## config.mk

```make
export PLATFORM = sky130hd
export DESIGN_NAME = cmt_top
export DESIGN_NICKNAME = d
export VERILOG_FILES = /design/src/common/cmt_pkg.sv /design/src/hdl/cmt_top.sv /design/src/hdl/cmt_count.sv /design/src/commit/cmt_window.sv /design/src/hdl/cmt_fsm.sv
export SDC_FILE = /design/constraint.sdc
export NUM_CORES = 1
export LEC_CHECK = 0
export BUFFER_PORTS_ARGS = -buffer_cell sky130_fd_sc_hd__buf_2
export CORE_AREA = 10 10 140 142
export DETAILED_ROUTE_END_ITERATION = 12
export DIE_AREA = 0 0 150 152
export PLACE_DENSITY = 0.64
export SLEW_MARGIN = 25
export SYNTH_ARGS = -nofsm -noshare
export SYNTH_HDL_FRONTEND = slang
export SYNTH_SLANG_ARGS = --single-unit
export TNS_END_PERCENT = 1
```

## constraint.sdc

```tcl
create_clock -name clk -period 4.7 [get_ports clk]
set_input_delay 0.235 -clock clk [delete_from_list [all_inputs] [get_ports clk]]
set_output_delay 0.235 -clock clk [all_outputs]
set_load 0.02 [all_outputs]
```

## src/common/cmt_pkg.sv

```systemverilog
// PC values are word addresses, so a PC step of one is one 32-bit instruction
package cmt_pkg;

   // Program counter without the two byte-offset bits
   localparam int PC_W      = 30;

   // Operand and result word
   localparam int DW        = 32;

   // Physical register file address
   localparam int PRF_AW    = 6;

   // Retired-instruction counter, wraps at this width
   localparam int INSTRET_W = 32;

   typedef logic [PC_W-1:0]      pc_t;       // PCs and branch targets
   typedef logic [DW-1:0]        data_t;     // Long-operation result
   typedef logic [PRF_AW-1:0]    prf_addr_t; // Destination register number
   typedef logic [INSTRET_W-1:0] instret_t;  // Retired count

   // Long-operation handshake with the outside unit.
   // One-hot so each state is a single flop bit.
   typedef enum logic [1:0]
   {
      S_IDLE    = 2'b01,  // No long operation in flight
      S_PENDING = 2'b10   // Waiting for the done pulse
   } cmt_state_t;

endpackage
```

## src/hdl/cmt_top.sv

```systemverilog
// The outside unit must hold all slot inputs steady while a long operation is pending
`timescale 1ns/1ps

module cmt_top
#(
   parameter  int COMMIT_P_WIDTH = 2,   // Log2 of the window, 1 to 3
   localparam int CW             = 1 << COMMIT_P_WIDTH
)
(
   input  logic                       clk,
   input  logic                       rst_n,
   // Commit window, slot 0 oldest
   input  logic [CW-1:0]              cmt_valid,
   input  logic [CW-1:0]              cmt_longop,
   input  logic [CW-1:0]              cmt_fls,
   input  logic [CW-1:0]              cmt_br,
   input  cmt_pkg::pc_t [CW-1:0]      cmt_pc,
   // Slot 0 only
   input  cmt_pkg::pc_t               cmt_opera,
   input  logic                       cmt_bpu_taken,
   input  cmt_pkg::prf_addr_t         cmt_prd,
   input  logic                       cmt_prd_we,
   // Outside long-operation unit
   input  logic                       longop_done,
   input  cmt_pkg::data_t             longop_dout,
   output logic                       longop_req,
   // To ROB
   output logic [CW-1:0]              cmt_fire,
   output logic [COMMIT_P_WIDTH:0]    cmt_pop_size,
   output cmt_pkg::instret_t          instret,
   // Redirect to fetch
   output logic                       flush,
   output cmt_pkg::pc_t               flush_tgt,
   // Register file write port
   output logic                       prf_we,
   output cmt_pkg::prf_addr_t         prf_waddr,
   output cmt_pkg::data_t             prf_wdata,
   // Predictor update
   output logic                       bpu_wb,
   output logic                       bpu_wb_taken,
   output cmt_pkg::pc_t               bpu_wb_pc,
   output cmt_pkg::pc_t               bpu_wb_npc_act
);

   logic longop_pend;   // Window to FSM
   logic cmt_ce;        // FSM back to window

   cmt_fsm u_fsm
   (
      .clk          (clk),
      .rst_n        (rst_n),
      .longop_pend  (longop_pend),
      .longop_done  (longop_done),
      .longop_req   (longop_req),
      .cmt_ce       (cmt_ce)
   );

   cmt_window
   #(
      .COMMIT_P_WIDTH (COMMIT_P_WIDTH)
   )
   u_window
   (
      .clk            (clk),
      .rst_n          (rst_n),
      .cmt_ce         (cmt_ce),
      .cmt_valid      (cmt_valid),
      .cmt_longop     (cmt_longop),
      .cmt_fls        (cmt_fls),
      .cmt_br         (cmt_br),
      .cmt_pc         (cmt_pc),
      .cmt_opera      (cmt_opera),
      .cmt_bpu_taken  (cmt_bpu_taken),
      .cmt_prd        (cmt_prd),
      .cmt_prd_we     (cmt_prd_we),
      .longop_done    (longop_done),
      .longop_dout    (longop_dout),
      .longop_pend    (longop_pend),
      .cmt_fire       (cmt_fire),
      .flush          (flush),
      .flush_tgt      (flush_tgt),
      .prf_we         (prf_we),
      .prf_waddr      (prf_waddr),
      .prf_wdata      (prf_wdata),
      .bpu_wb         (bpu_wb),
      .bpu_wb_taken   (bpu_wb_taken),
      .bpu_wb_pc      (bpu_wb_pc),
      .bpu_wb_npc_act (bpu_wb_npc_act)
   );

   cmt_count
   #(
      .COMMIT_P_WIDTH (COMMIT_P_WIDTH)
   )
   u_count
   (
      .clk          (clk),
      .rst_n        (rst_n),
      .cmt_fire     (cmt_fire),
      .cmt_pop_size (cmt_pop_size),
      .instret      (instret)
   );

endmodule

```

## src/hdl/cmt_count.sv

```systemverilog
// The retired count wraps silently at INSTRET_W bits
`timescale 1ns/1ps

module cmt_count
#(
   parameter  int COMMIT_P_WIDTH = 2,
   localparam int CW             = 1 << COMMIT_P_WIDTH
)
(
   input  logic                    clk,
   input  logic                    rst_n,
   input  logic [CW-1:0]           cmt_fire,
   output logic [COMMIT_P_WIDTH:0] cmt_pop_size,   // Retired this cycle
   output cmt_pkg::instret_t       instret         // Retired since reset
);
   import cmt_pkg::*;

   // Population count of the fire vector
   always_comb
   begin
      cmt_pop_size = '0;
      for (int i = 0; i < CW; i++)
         cmt_pop_size = cmt_pop_size + {{COMMIT_P_WIDTH{1'b0}}, cmt_fire[i]};
   end

   always_ff @(posedge clk)
   begin
      if (!rst_n)
         instret <= '0;
      else
         instret <= instret + instret_t'(cmt_pop_size);
   end

   // Each edge adds exactly what retired in the cycle before
   a_instret_step: assert property (
      @(posedge clk) disable iff (!rst_n)
      1'b1 |=> (instret == instret_t'($past(instret) + instret_t'($past(cmt_pop_size))))
   ) else $error("instret stepped by something other than the pop size");

endmodule

```

## src/commit/cmt_window.sv

```systemverilog
// Slot 0 is the oldest slot and the ROB keeps the valid slots contiguous from slot 0
`timescale 1ns/1ps

module cmt_window
#(
   parameter  int COMMIT_P_WIDTH = 2,
   localparam int CW             = 1 << COMMIT_P_WIDTH
)
(
   input  logic                       clk,
   input  logic                       rst_n,
   input  logic                       cmt_ce,
   input  logic [CW-1:0]              cmt_valid,
   input  logic [CW-1:0]              cmt_longop,
   input  logic [CW-1:0]              cmt_fls,        // Mispredicted
   input  logic [CW-1:0]              cmt_br,         // Is a branch
   input  cmt_pkg::pc_t [CW-1:0]      cmt_pc,
   input  cmt_pkg::pc_t               cmt_opera,      // Slot 0 actual target
   input  logic                       cmt_bpu_taken,  // Slot 0 predicted direction
   input  cmt_pkg::prf_addr_t         cmt_prd,
   input  logic                       cmt_prd_we,
   input  logic                       longop_done,
   input  cmt_pkg::data_t             longop_dout,
   output logic                       longop_pend,
   output logic [CW-1:0]              cmt_fire,
   output logic                       flush,
   output cmt_pkg::pc_t               flush_tgt,
   output logic                       prf_we,
   output cmt_pkg::prf_addr_t         prf_waddr,
   output cmt_pkg::data_t             prf_wdata,
   output logic                       bpu_wb,
   output logic                       bpu_wb_taken,
   output cmt_pkg::pc_t               bpu_wb_pc,
   output cmt_pkg::pc_t               bpu_wb_npc_act
);
   import cmt_pkg::*;

   logic [CW-1:0] single_unit;
   logic [CW-1:0] cmt_mask;
   logic          flush_q;
   pc_t           flush_tgt_q;
   pc_t           npc_0;

   // These slots must retire without any younger slot ahead of them
   assign single_unit = cmt_longop | cmt_fls | cmt_br;

   // The FSM only sees slot 0, and never during a flush cycle
   assign longop_pend = cmt_valid[0] & cmt_longop[0] & ~flush;

   // Group ends right before the first single-unit slot past slot 0
   always_comb
   begin
      cmt_mask[0] = cmt_ce & ~flush;
      for (int j = 1; j < CW; j++)
         cmt_mask[j] = cmt_mask[j-1] & ~single_unit[j];
   end

   assign cmt_fire = cmt_valid & cmt_mask;

   // Loaded every cycle so the flush is a single pulse
   always_ff @(posedge clk)
   begin
      if (!rst_n)
         flush_q <= 1'b0;
      else
         flush_q <= cmt_fire[0] & cmt_fls[0];
   end

   always_ff @(posedge clk)
   begin
      if (cmt_fire[0])
         flush_tgt_q <= cmt_opera;   // Redirect target of the retiring slot
   end

   assign flush     = flush_q;
   assign flush_tgt = flush_tgt_q;

   // Fall-through address of slot 0
   assign npc_0 = cmt_pc[0] + pc_t'(1);

   assign bpu_wb         = cmt_fire[0] & cmt_br[0];
   assign bpu_wb_taken   = cmt_bpu_taken ^ cmt_fls[0];   // Flip a wrong guess
   assign bpu_wb_pc      = cmt_pc[0];
   assign bpu_wb_npc_act = cmt_fls[0] ? cmt_opera : npc_0;

   // Result of the long operation goes straight to the register file
   assign prf_we    = longop_done & ~flush & cmt_prd_we;
   assign prf_waddr = cmt_prd;
   assign prf_wdata = longop_dout;

   // A retired mispredict blocks the next cycle and then releases it
   a_flush_after_mispredict: assert property (
      @(posedge clk) disable iff (!rst_n)
      (cmt_fire[0] && cmt_fls[0]) |=> (flush && (cmt_fire == '0))
   ) else $error("mispredict did not produce a quiet flush cycle");

   a_flush_one_cycle: assert property (
      @(posedge clk) disable iff (!rst_n)
      flush |=> !flush
   ) else $error("flush held for more than one cycle");

   // Younger slots never retire past an older valid slot
   for (genvar k = 1; k < CW; k++)
   begin : g_order
      a_in_order: assert property (
         @(posedge clk) disable iff (!rst_n)
         cmt_fire[k] |-> ((cmt_valid[k-1:0] & ~cmt_fire[k-1:0]) == '0)
      ) else $error("slot %0d fired ahead of an older valid slot", k);
   end

endmodule

```

## src/hdl/cmt_fsm.sv

```systemverilog
// The outside unit must answer each longop_req with exactly one longop_done pulse
`timescale 1ns/1ps

module cmt_fsm
(
   input  logic clk,
   input  logic rst_n,
   input  logic longop_pend,   // Slot 0 holds a long operation
   input  logic longop_done,   // Completion pulse from the outside unit
   output logic longop_req,    // Start strobe to the outside unit
   output logic cmt_ce         // Commit enable for the window
);
   import cmt_pkg::*;

   cmt_state_t state_q;
   cmt_state_t state_nxt;

   always_comb
   begin
      state_nxt = state_q;
      case (state_q)
         S_IDLE:
         begin
            if (longop_pend)
               state_nxt = S_PENDING;   // Request goes out this cycle
         end
         S_PENDING:
         begin
            if (longop_done)
               state_nxt = S_IDLE;      // Slot 0 retires with the result
         end
         default:
            state_nxt = S_IDLE;
      endcase
   end

   always_ff @(posedge clk)
   begin
      if (!rst_n)
         state_q <= S_IDLE;
      else
         state_q <= state_nxt;
   end

   // Single-cycle strobe, only when the unit is not yet busy
   assign longop_req = (state_q == S_IDLE) & longop_pend;

   // Hold the whole window until the result is back
   assign cmt_ce = ~longop_pend | longop_done;

   // The outside unit never completes something that was not requested
   a_no_done_in_idle: assert property (
      @(posedge clk) disable iff (!rst_n)
      (state_q == S_IDLE) |-> !longop_done
   ) else $error("longop_done seen while no long operation was pending");

endmodule

```

# Yosys cells after proc, flatten, opt, wreduce, memory -nomap -nowiden
# Cells that the tools add are included.
# classes
n_reduce_logical,1
eq_ne,4
bitwise,21
add_sub_neg,5
muxes,4
# op_table
op,n
$add 32x3->32,1
$add 30x1->30 const B,1
$mux 30,1
$and 1x1->1,11
$or 4x4->4,2
$add 3x1->3,2
$not 1->1,5
$and 4x4->4,1
$mux 2,2
$pmux 2 s2,1
$add 1x1->2,1
$eq 2x1->1 const B,1
$eq 2x2->1 const B,1
$ne 2x1->1 const B,1
$ne 2x2->1 const B,1
$reduce_and 2->1,1
$or 1x1->1,1
$xor 1x1->1,1
# word_totals
wordCells,39
regBits,65
out_inout_bits,172

# Logic depth before layout (Yosys ltp)
# Gate-level depths: netlist of run 1.
# logic_depth
word_depth,13
depth_mapped,13
depth_no_buf,12

# Modules after synthesis
# From an unflattened synthesis of run 1, not the netlist that was laid out.
# hier_totals
cells_unflattened,467
hier_area_um2,4280.4
# by_module_without_submodules
mod,seq_area_each_um2,instances,cells_each,area_per_inst_um2
cmt_window,920.9,1,275,2523.7
cmt_count,640.6,1,185,1681.6
cmt_fsm,40.0,1,7,75.1

# Worst setup path before layout of run 1
# Ideal clock, no wire load.
# synth_path
path_kind,reg2reg
from,reg u_window.flush_q (netlist: u_window.flush)
to,reg u_count.instret[26]
period_less_slack_ps,4333
n_path_buf,1
arrival_time_ps,4263
t_required_ps,4630
path_stages_with_launch,13
path_slack_ps,367
cell_sequence,dfxtp_1 > inv_1 > o211a_1 > ha_1 > fa_1 > ha_1 > inv_1 > fa_1 > nor2b_1 > o211ai_1 > clkbuf_1 > or4_1 > a21oi_1
# synth_lines
item,line,rtl
"start, declared",cmt_window.sv:40,logic flush_q;
"start signal, assigned",cmt_window.sv:66,flush_q <= cmt_fire[0] & cmt_fls[0];
$not 1->1 (*),"cmt_window.sv:48, cmt_window.sv:53",
$and 1x1->1,cmt_window.sv:48,assign longop_pend = cmt_valid[0] & cmt_longop[0] & ~flush;
$not 1->1,cmt_fsm.sv:49,assign cmt_ce = ~longop_pend | longop_done;
$or 1x1->1,cmt_fsm.sv:49,
$and 1x1->1 (*),cmt_window.sv:53,cmt_mask[0] = cmt_ce & ~flush;
$and 4x4->4 (*),cmt_window.sv:58,assign cmt_fire = cmt_valid & cmt_mask;
named net cmt_fire[0],cmt_top.sv:28,"output logic [CW-1:0] cmt_fire,"
$add 1x1->2 (*),cmt_count.sv:23,"cmt_pop_size = cmt_pop_size + {{COMMIT_P_WIDTH{1'b0}}, cmt_fire[i]};"
$add 3x1->3 (*) (2 in series),cmt_count.sv:23,
named net cmt_pop_size[1],cmt_top.sv:29,"output logic [COMMIT_P_WIDTH:0] cmt_pop_size,"
$add 32x3->32 (*),cmt_count.sv:31,instret <= instret + instret_t'(cmt_pop_size);
"end signal, assigned",cmt_count.sv:31,
"end, declared",cmt_count.sv:14,output cmt_pkg::instret_t instret
# Mark *: on every way through the listed nets, which the timed path passes. The rest lies on a longest branch.
# A chain may end at the register's enable or synchronous reset.

# Worst setup path in the final report of run 1
# layout_path
from,reg u_window.flush_q (netlist: u_window.flush)
to,reg u_count.instret[28]
# layout_between
elab_chain_cells,11
# layout_rtl
item,line,rtl
$not 1->1 (*),"cmt_window.sv:48, cmt_window.sv:53",
$and 1x1->1,cmt_window.sv:48,
$not 1->1,cmt_fsm.sv:49,
$or 1x1->1,cmt_fsm.sv:49,
$and 1x1->1 (*),cmt_window.sv:53,
$and 1x1->1,cmt_window.sv:55,cmt_mask[j] = cmt_mask[j-1] & ~single_unit[j];
$and 4x4->4 (*),cmt_window.sv:58,
"$add 1x1->2, or another cell as far along",cmt_count.sv:23,
$add 3x1->3 or $and 4x4->4 (tied branches),"cmt_count.sv:23, cmt_window.sv:58",
$add 3x1->3 (*),cmt_count.sv:23,
$add 32x3->32 (*),cmt_count.sv:31,
# Every way passes the cells marked *; elsewhere a longest branch is shown, timed or not.

==> impl_results.md, run 1 <==
* First-pass GRT wire length at 22400 microns
* Clk sink count at 65
* Critical Path, Cell by Cell: inv_1 > o211ai_1 > nor2_1 > ha_1 > fa_1 > ha_1 > inv_1 > fa_1 > nor2b_1 > o211ai_1 > clkbuf_4 > or4_1 > a21oi_1
* Worst rel slew slack at 38.0%
* CTS HTree Levels at 3
* Syn_area_per_cell at 8.76 sq um
* Core Area at 16900 sq um
* Clk buf depth at 2
* Worst r2r path cells at 13
* Final Power at 1.55 mW
* Total gr overflow at 0
* Synth Instances at 472
* WL/cell at 17.7 microns
* DRC viols at 0
* Reg-to-reg startpoint: u_window.flush
* RSZ-0062 raised after global routing: false
* Max-cap violations at 0
* # rows at 48
* Buf/Inv on CP at 3
* Post CTS Setup Buffer Count at 0
* Worst reg2reg setup slack at 0.86 ns
* Count leader, synth: buf_4
* Setup ws final at 0.858 ns
* Top-area cell type share of the netlist area at 21.8%
* Dpl ws at 0.606 ns
* Hold path depth at 1
* Leading area contributor after synthesis: edfxtp_1
* Register Area at 1600 sq um
* Seq/Total Area, Yosys at 38.7%
* Routed WL at 14800 microns
* Hold Startpoint: cmt_opera[0]
* CTS tree: done
* Setup CP Type: reg2reg
* Max Freq at 260 MHz
* Die ar. at 22800 sq um
* RR Endpoint: u_count.instret[28]
* First-pass iteration count of the detailed router at 6
* Setup crit end kind: register
* Most used DFF post-synth: dfxtp_1
* Worst EP arrival at 4.08 ns
* Via density at 4.73
* Die width at 150 microns
* Io pins at 381
* Mapped Nets at 689
* CP max-delay cell: or4_1
* Final setup fails at 0
* Die Ht at 152 microns
* Final min period at 3.84 ns
* Antenna-violating nets left at 0
* Fin. Hold Viols at 0
* Initial drt markers at 147
* Synth cell types at 41
* Worst-Skew Late Latency at 0.33 ns
* Clock root cell: clkbuf_16
* Synth area leaders: edfxtp_1 (22%), dfxtp_1 (17%), buf_4 (13%), or4_1 (4.0%), nand2_1 (3.5%)
* Post-CTS resize count at 0
* Post-synth ARST share at 0%
* Hold Crit Class: in2reg
* Gr usage total at 12.5%
* Fillers at 1860
* Port buffer count at 214
* Hpwl dp at 11900 microns
* Vias at 3971
* Pins Over Slew Limit at 0
* CP top delay family: adder cells
* Initial antenna violation count at 0
* Status: finished, final reports clean
* Post-synth EDFFs at 30
* Cell area power density at 299 nW/um^2
* Starting Density at 24.4%
* Final nets at 827
* Mapped cell area at 4140 sq um
* Synth-to-Final Area Change at 25.6%
* Ys Warns at 0
* CTS Hold Bufs at 0
* Placer congestion estimate at 0.823
* Vias in the first global route at 3825
* Crit path max fanout at 13
* Reg clk slew, reported paths at 0.06 ns
* Leak pwr at 2.15 nW
* Multi-input gate area at 1860 sq um
* FF+latch count, synth at 65
* Setup_tns at 0 ns
* Final Cycle Share at 81.7%
* Largest net degree at the start of global routing at 34
* Ratio of cells with drive above 1 in the final layout at 37.6%
* Clock Skews at 0.00979 ns
* Post-synth top cells: buf_4 (69), nand2_1 (39), dfxtp_1 (35), nor2_1 (32), edfxtp_1 (30)
* Worst slew pin tran at 0.929 ns
* Clock buffer count from CTS at 9
* Nature of the critical path startpoint: register
* Number of inserted diodes at 0
* Critical Path RT at 4.94 ns
* VDD IR max at 0.156 mV
* Utilization after layout at 30.7%
* Min-Delay Endpoint: u_window.flush_tgt[0]
* Crit-path max cell delay at 0.50 ns
worst reg2reg max path: stages (launching register included):
cell and delay, ns:
dfxtp_1 0.38, inv_1 0.08, o211ai_1 0.13, nor2_1 0.10, ha_1 0.31, fa_1 0.38
ha_1 0.35, inv_1 0.07, fa_1 0.41, nor2b_1 0.41, o211ai_1 0.23, clkbuf_4 0.24
or4_1 0.50, a21oi_1 0.16
layout by cell type (no fill, tap or decap), drive strengths merged, types with 2 or more instances in the layout:
| cell type | instances |
|---|---|
| nand2 | 39 |
| or4 | 22 |
| a211oi | 2 |
| clkbuf | 13 |
| o21ai | 26 |
| o311ai | 5 |
| nand2b | 6 |
| mux2i | 3 |
| xnor2 | 14 |
| ha | 6 |
| xor2 | 8 |
| nor4 | 5 |
| a21oi | 15 |
| or3 | 11 |
| inv | 22 |
| o31ai | 18 |
| nand3 | 15 |
| nand4 | 12 |
| and3 | 5 |
| nor3 | 5 |
| edfxtp | 30 |
| a31oi | 16 |
| o211ai | 4 |
| fa | 2 |
| dfxtp | 35 |
| buf | 215 |
| and2 | 4 |
| and4 | 7 |
| o41ai | 5 |
| nor2b | 2 |
| nor2 | 32 |
worst max path at each step:
| stage | startpoint | cells past startpoint | end |
|---|---|---|---|
| final | u_window.flush | 13 | u_count.instret[28] |
| after global routing | u_window.flush | 13 | u_count.instret[28] |
| after floorplan | u_window.flush | 12 | u_count.instret[26] |
| after detailed placement | cmt_fls[1] | 13 | u_count.instret[28] |
| after global placement | cmt_fls[1] | 13 | u_count.instret[18] |
| after CTS | u_window.flush | 12 | u_count.instret[28] |
cells by family (layout without fill, tap and decap cells):
family,count (synthesis),count (layout),synth area share [%]
compound gates,94,94,14.5
mux,4,4,0.998
simple gates,169,169,22.0
xor+xnor,22,22,4.66
buf+inv,110,252,16.3
fa+ha+maj,8,8,2.78
flops,65,65,38.7
power breakdown:
group          internal (mW)  switching, mW
clock                  0.422          0.243
sequential             0.615        0.00714
combinational         0.0875          0.179
total                   1.12          0.430
metal layers:
metal	GRT usage, %	wire length [microns]	share of wire [%]
met5	0	0	0
met4	3.94	207	1.4
met3	4.10	1080	7.3
met2	21.3	7600	51
met1	14.5	5950	40
through the flow:
step	hold WS (ns)	area, sq um	instances
global route	0.0730	5190	839
global placement	0.427	4900	823
finish	0.0922	5190	839
floorplan	0.334	4140	472
CTS	0.0736	5190	838
detailed placement	0.429	4900	823
layout make-up:
class,count,share of cell area (%)
multi-input combinational,297,35.8
sequential,65,30.8
inverter,21,1.52
timing repair buffer,216,20.9
tap,225,5.42
clock inverter,3,0.795
clock buffer,12,4.74
state kept, by name, indices dropped and copies added, names as in the netlist:
name / count
u_window.flush_tgt: 30
u_count.instret: 32
u_window.flush: 1
u_fsm.state_q: 2
Power figures use the tool's default switching activity.
==> inputs of run 2 (changes only) <==
==> constraint.sdc (replaced) <==
create_clock -name clk -period 4 [get_ports clk]
set_input_delay 0.2 -clock clk [delete_from_list [all_inputs] [get_ports clk]]
set_output_delay 0.2 -clock clk [all_outputs]
set_load 0.02 [all_outputs]
==> run 2 against run 1 <==
Net effect: sequential share of layout area decreased by 0.074 points; flip-flop and latch count unchanged; worst setup slack got worse by 0.34 ns; clock power increased by 13%; design area increased by 0.24%; maximum frequency increased by 10%; core utilization increased by 0.074 points; wire length increased by 0.53%; combinational power increased by 18%; via count decreased by 0.63%; clock-buffer cell count decreased by 3; critical path depth unchanged; critical endpoint is now u_count.instret[30]; highest routed layer unchanged.
==> impl_results.md, run 2 (synthesis gave the netlist of run 1 again) <==
* CTS Hold Bufs at 0 (unchanged)
* Dpl ws at 0.317 ns (-0.289 ns)
* Ratio of cells with drive above 1 in the final layout at 38.4% (+0.79 points)
* Setup crit end kind: register
* Final setup fails at 0 (unchanged)
* CTS HTree Levels at 3 (unchanged)
* CTS tree: done
* Max reg flops at 32 (unchanged)
* Via density at 4.69 (-0.98%)
* Initial antenna violation count at 0 (unchanged)
* Pint at 1.25 mW (+11%)
* Crit path max fanout at 16 (+3)
* Leak pwr at 2.15 nW (about the same)
* Setup_tns at 0 ns (unchanged)
* Final min period at 3.48 ns (-0.360 ns)
* Largest net degree at the start of global routing at 34 (unchanged)
* Setup CP Type: reg2reg
* Worst rel slew slack at 37.9% (-0.048 points)
* Critical Path RT at 4.26 ns (-0.68 ns)
* Reg clk slew, reported paths at 0.06 ns (about the same)
* Clk buf depth at 2 (unchanged)
* Port buffer count at 214 (unchanged)
* Die width at 150 microns (unchanged)
* Setup ws final at 0.518 ns (-0.340 ns)
* VDD IR max at 0.200 mV (+28%)
* Most frequent cells in the layout: buf_2 (214), nand2_1 (39), dfxtp_1 (35), nor2_1 (32), edfxtp_1 (30)
* RSZ-0062 raised after global routing: false
* Hpwl dp at 12200 microns (+1.9%)
* Combinational share of power at 17.6% (+0.5 points)
* Clock Skews at 0.00713 ns (-0.00266 ns)
* Final nets at 829 (+0.24%)
* Placer congestion estimate at 0.808 (-1.8%)
* Synth-to-Final Area Change at 25.9%
* Gr usage total at 12.6% (+0.055 points)
* DRC viols at 0 (unchanged)
* Fillers at 1824 (-1.9%)
* Hold Crit Class: in2reg
* Most common cell after layout, fill and taps aside: buf_2
* Psw at 0.545 mW (+27%)
* Worst reg2reg setup slack at 0.52 ns (-0.34 ns)
* Sw Share at 30.4% (+2.7 points)
* Starting Density at 24.4% (unchanged)
* WL/cell at 17.7 microns (+0.17%)
* Clock Power Share at 41.7% (-1.1 points)
* Fin. Hold Viols at 0 (unchanged)
* Top reg by flops: u_count.instret
* Vias in the first global route at 3846 (+0.55%)
* Clk sink count at 65 (unchanged)
* Clock root cell: clkbuf_16
* # rows at 48 (unchanged)
* First-pass GRT wire length at 22400 microns (-0.22%)
* Die Ht at 152 microns (unchanged)
* Cell area power density at 345 nW/um^2 (+15%)
* Total gr overflow at 0 (unchanged)
* Worst EP arrival at 3.74 ns (-0.34 ns)
* Die ar. at 22800 sq um (unchanged)
* Initial drt markers at 151 (+2.7%)
* Max Freq at 287 MHz (+10%)
* Status: finished, final reports clean
* Number of inserted diodes at 0 (unchanged)
* Seq pwr share at 40.7% (+0.7 points)
* Worst-Skew Late Latency at 0.34 ns (about the same)
* Vias at 3946 (-0.63%)
* Clock buffer count from CTS at 9 (unchanged)
* First-pass iteration count of the detailed router at 6 (unchanged)
* Core Area at 16900 sq um (unchanged)
* Routed WL at 14900 microns (+0.53%)
* Worst slew pin tran at 0.930 ns (+0.000721 ns)
* Post CTS Setup Buffer Count at 0 (unchanged)
* Io pins at 381 (unchanged)
* Pins Over Slew Limit at 0 (unchanged)
* Max-cap violations at 0 (unchanged)
* Post-CTS resize count at 0 (unchanged)
* Antenna-violating nets left at 0 (unchanged)
* Final Cycle Share at 87.0% (+5.3 points)
* Nature of the critical path startpoint: register
==> run 2: power groups by stage <==
| stage | Combinational (mW) | Clock, mW | Sequential [mW] |
|---|---|---|---|
| after floorplan | 0.213 | 0 | 0.773 |
| after global placement | 0.320 | 0 | 0.745 |
| after detailed placement | 0.321 | 0 | 0.745 |
| after CTS | 0.322 | 0.773 | 0.731 |
| after global routing | 0.342 | 0.799 | 0.733 |
| final | 0.315 | 0.749 | 0.730 |
==> run 2: path summary, 6_finish.rpt <==
kind / startpoint / end / cells after the start
worst min-delay path: cmt_opera[1] / u_window.flush_tgt[1] / 1
worst min register to register: u_count.instret[31] / u_count.instret[31] / 2
worst max register to register: u_window.flush / u_count.instret[30] / 13
worst max-delay path: u_window.flush / u_count.instret[30] / 13
==> run 2: area by class of cell <==
class | count | area, sq um | share of cell area [%]
multi-input cells | 297 | 1870 | 35.8
flip-flops and latches | 65 | 1600 | 30.8
repair buffers | 218 | 1100 | 21.1
well taps | 225 | 282 | 5.41
clock buffers | 9 | 225 | 4.32
inverters | 21 | 78.8 | 1.51
clock inverters | 7 | 52.6 | 1.01
==> run 2: stage by stage <==
| step | power (mW) | util [%] | instance area (sq um) | hold slack [ns] | instances |
|---|---|---|---|---|---|
| after floorplan | 0.986 | - | 4140 | 0.299 | 472 |
| after global placement | 1.06 | 29.1 | 4930 | 0.390 | 826 |
| after detailed placement | 1.07 | 29.1 | 4930 | 0.391 | 826 |
| after CTS | 1.83 | 30.7 | 5210 | 0.0289 | 842 |
| after global routing | 1.87 | 30.7 | 5210 | 0.0319 | 842 |
| final | 1.79 | 30.7 | 5210 | 0.0451 | 842 |
==> run 2: layer usage <==
metal / wire, microns / up-vias / share of wire (%) / track usage, %
li1: - / 1957 / - / -
met1: 5880 / 1794 / 39 / 14.4
met2: 7200 / 163 / 48 / 20.4
met3: 1360 / 32 / 9.1 / 4.37
met4: 479 / 0 / 3.2 / 6.20
met5: 0 / - / 0 / 0
==> run 2: worst max-delay path, stage by stage (launching register included) <==
cell and delay, ns:
dfxtp_1 0.36, inv_1 0.09, o211ai_1 0.15, nor2_1 0.10, ha_1 0.31, fa_1 0.38, ha_1 0.35, inv_1 0.07
fa_1 0.43, nor2b_1 0.21, o211ai_1 0.10, buf_4 0.19, or4_1 0.50, a21oi_1 0.15
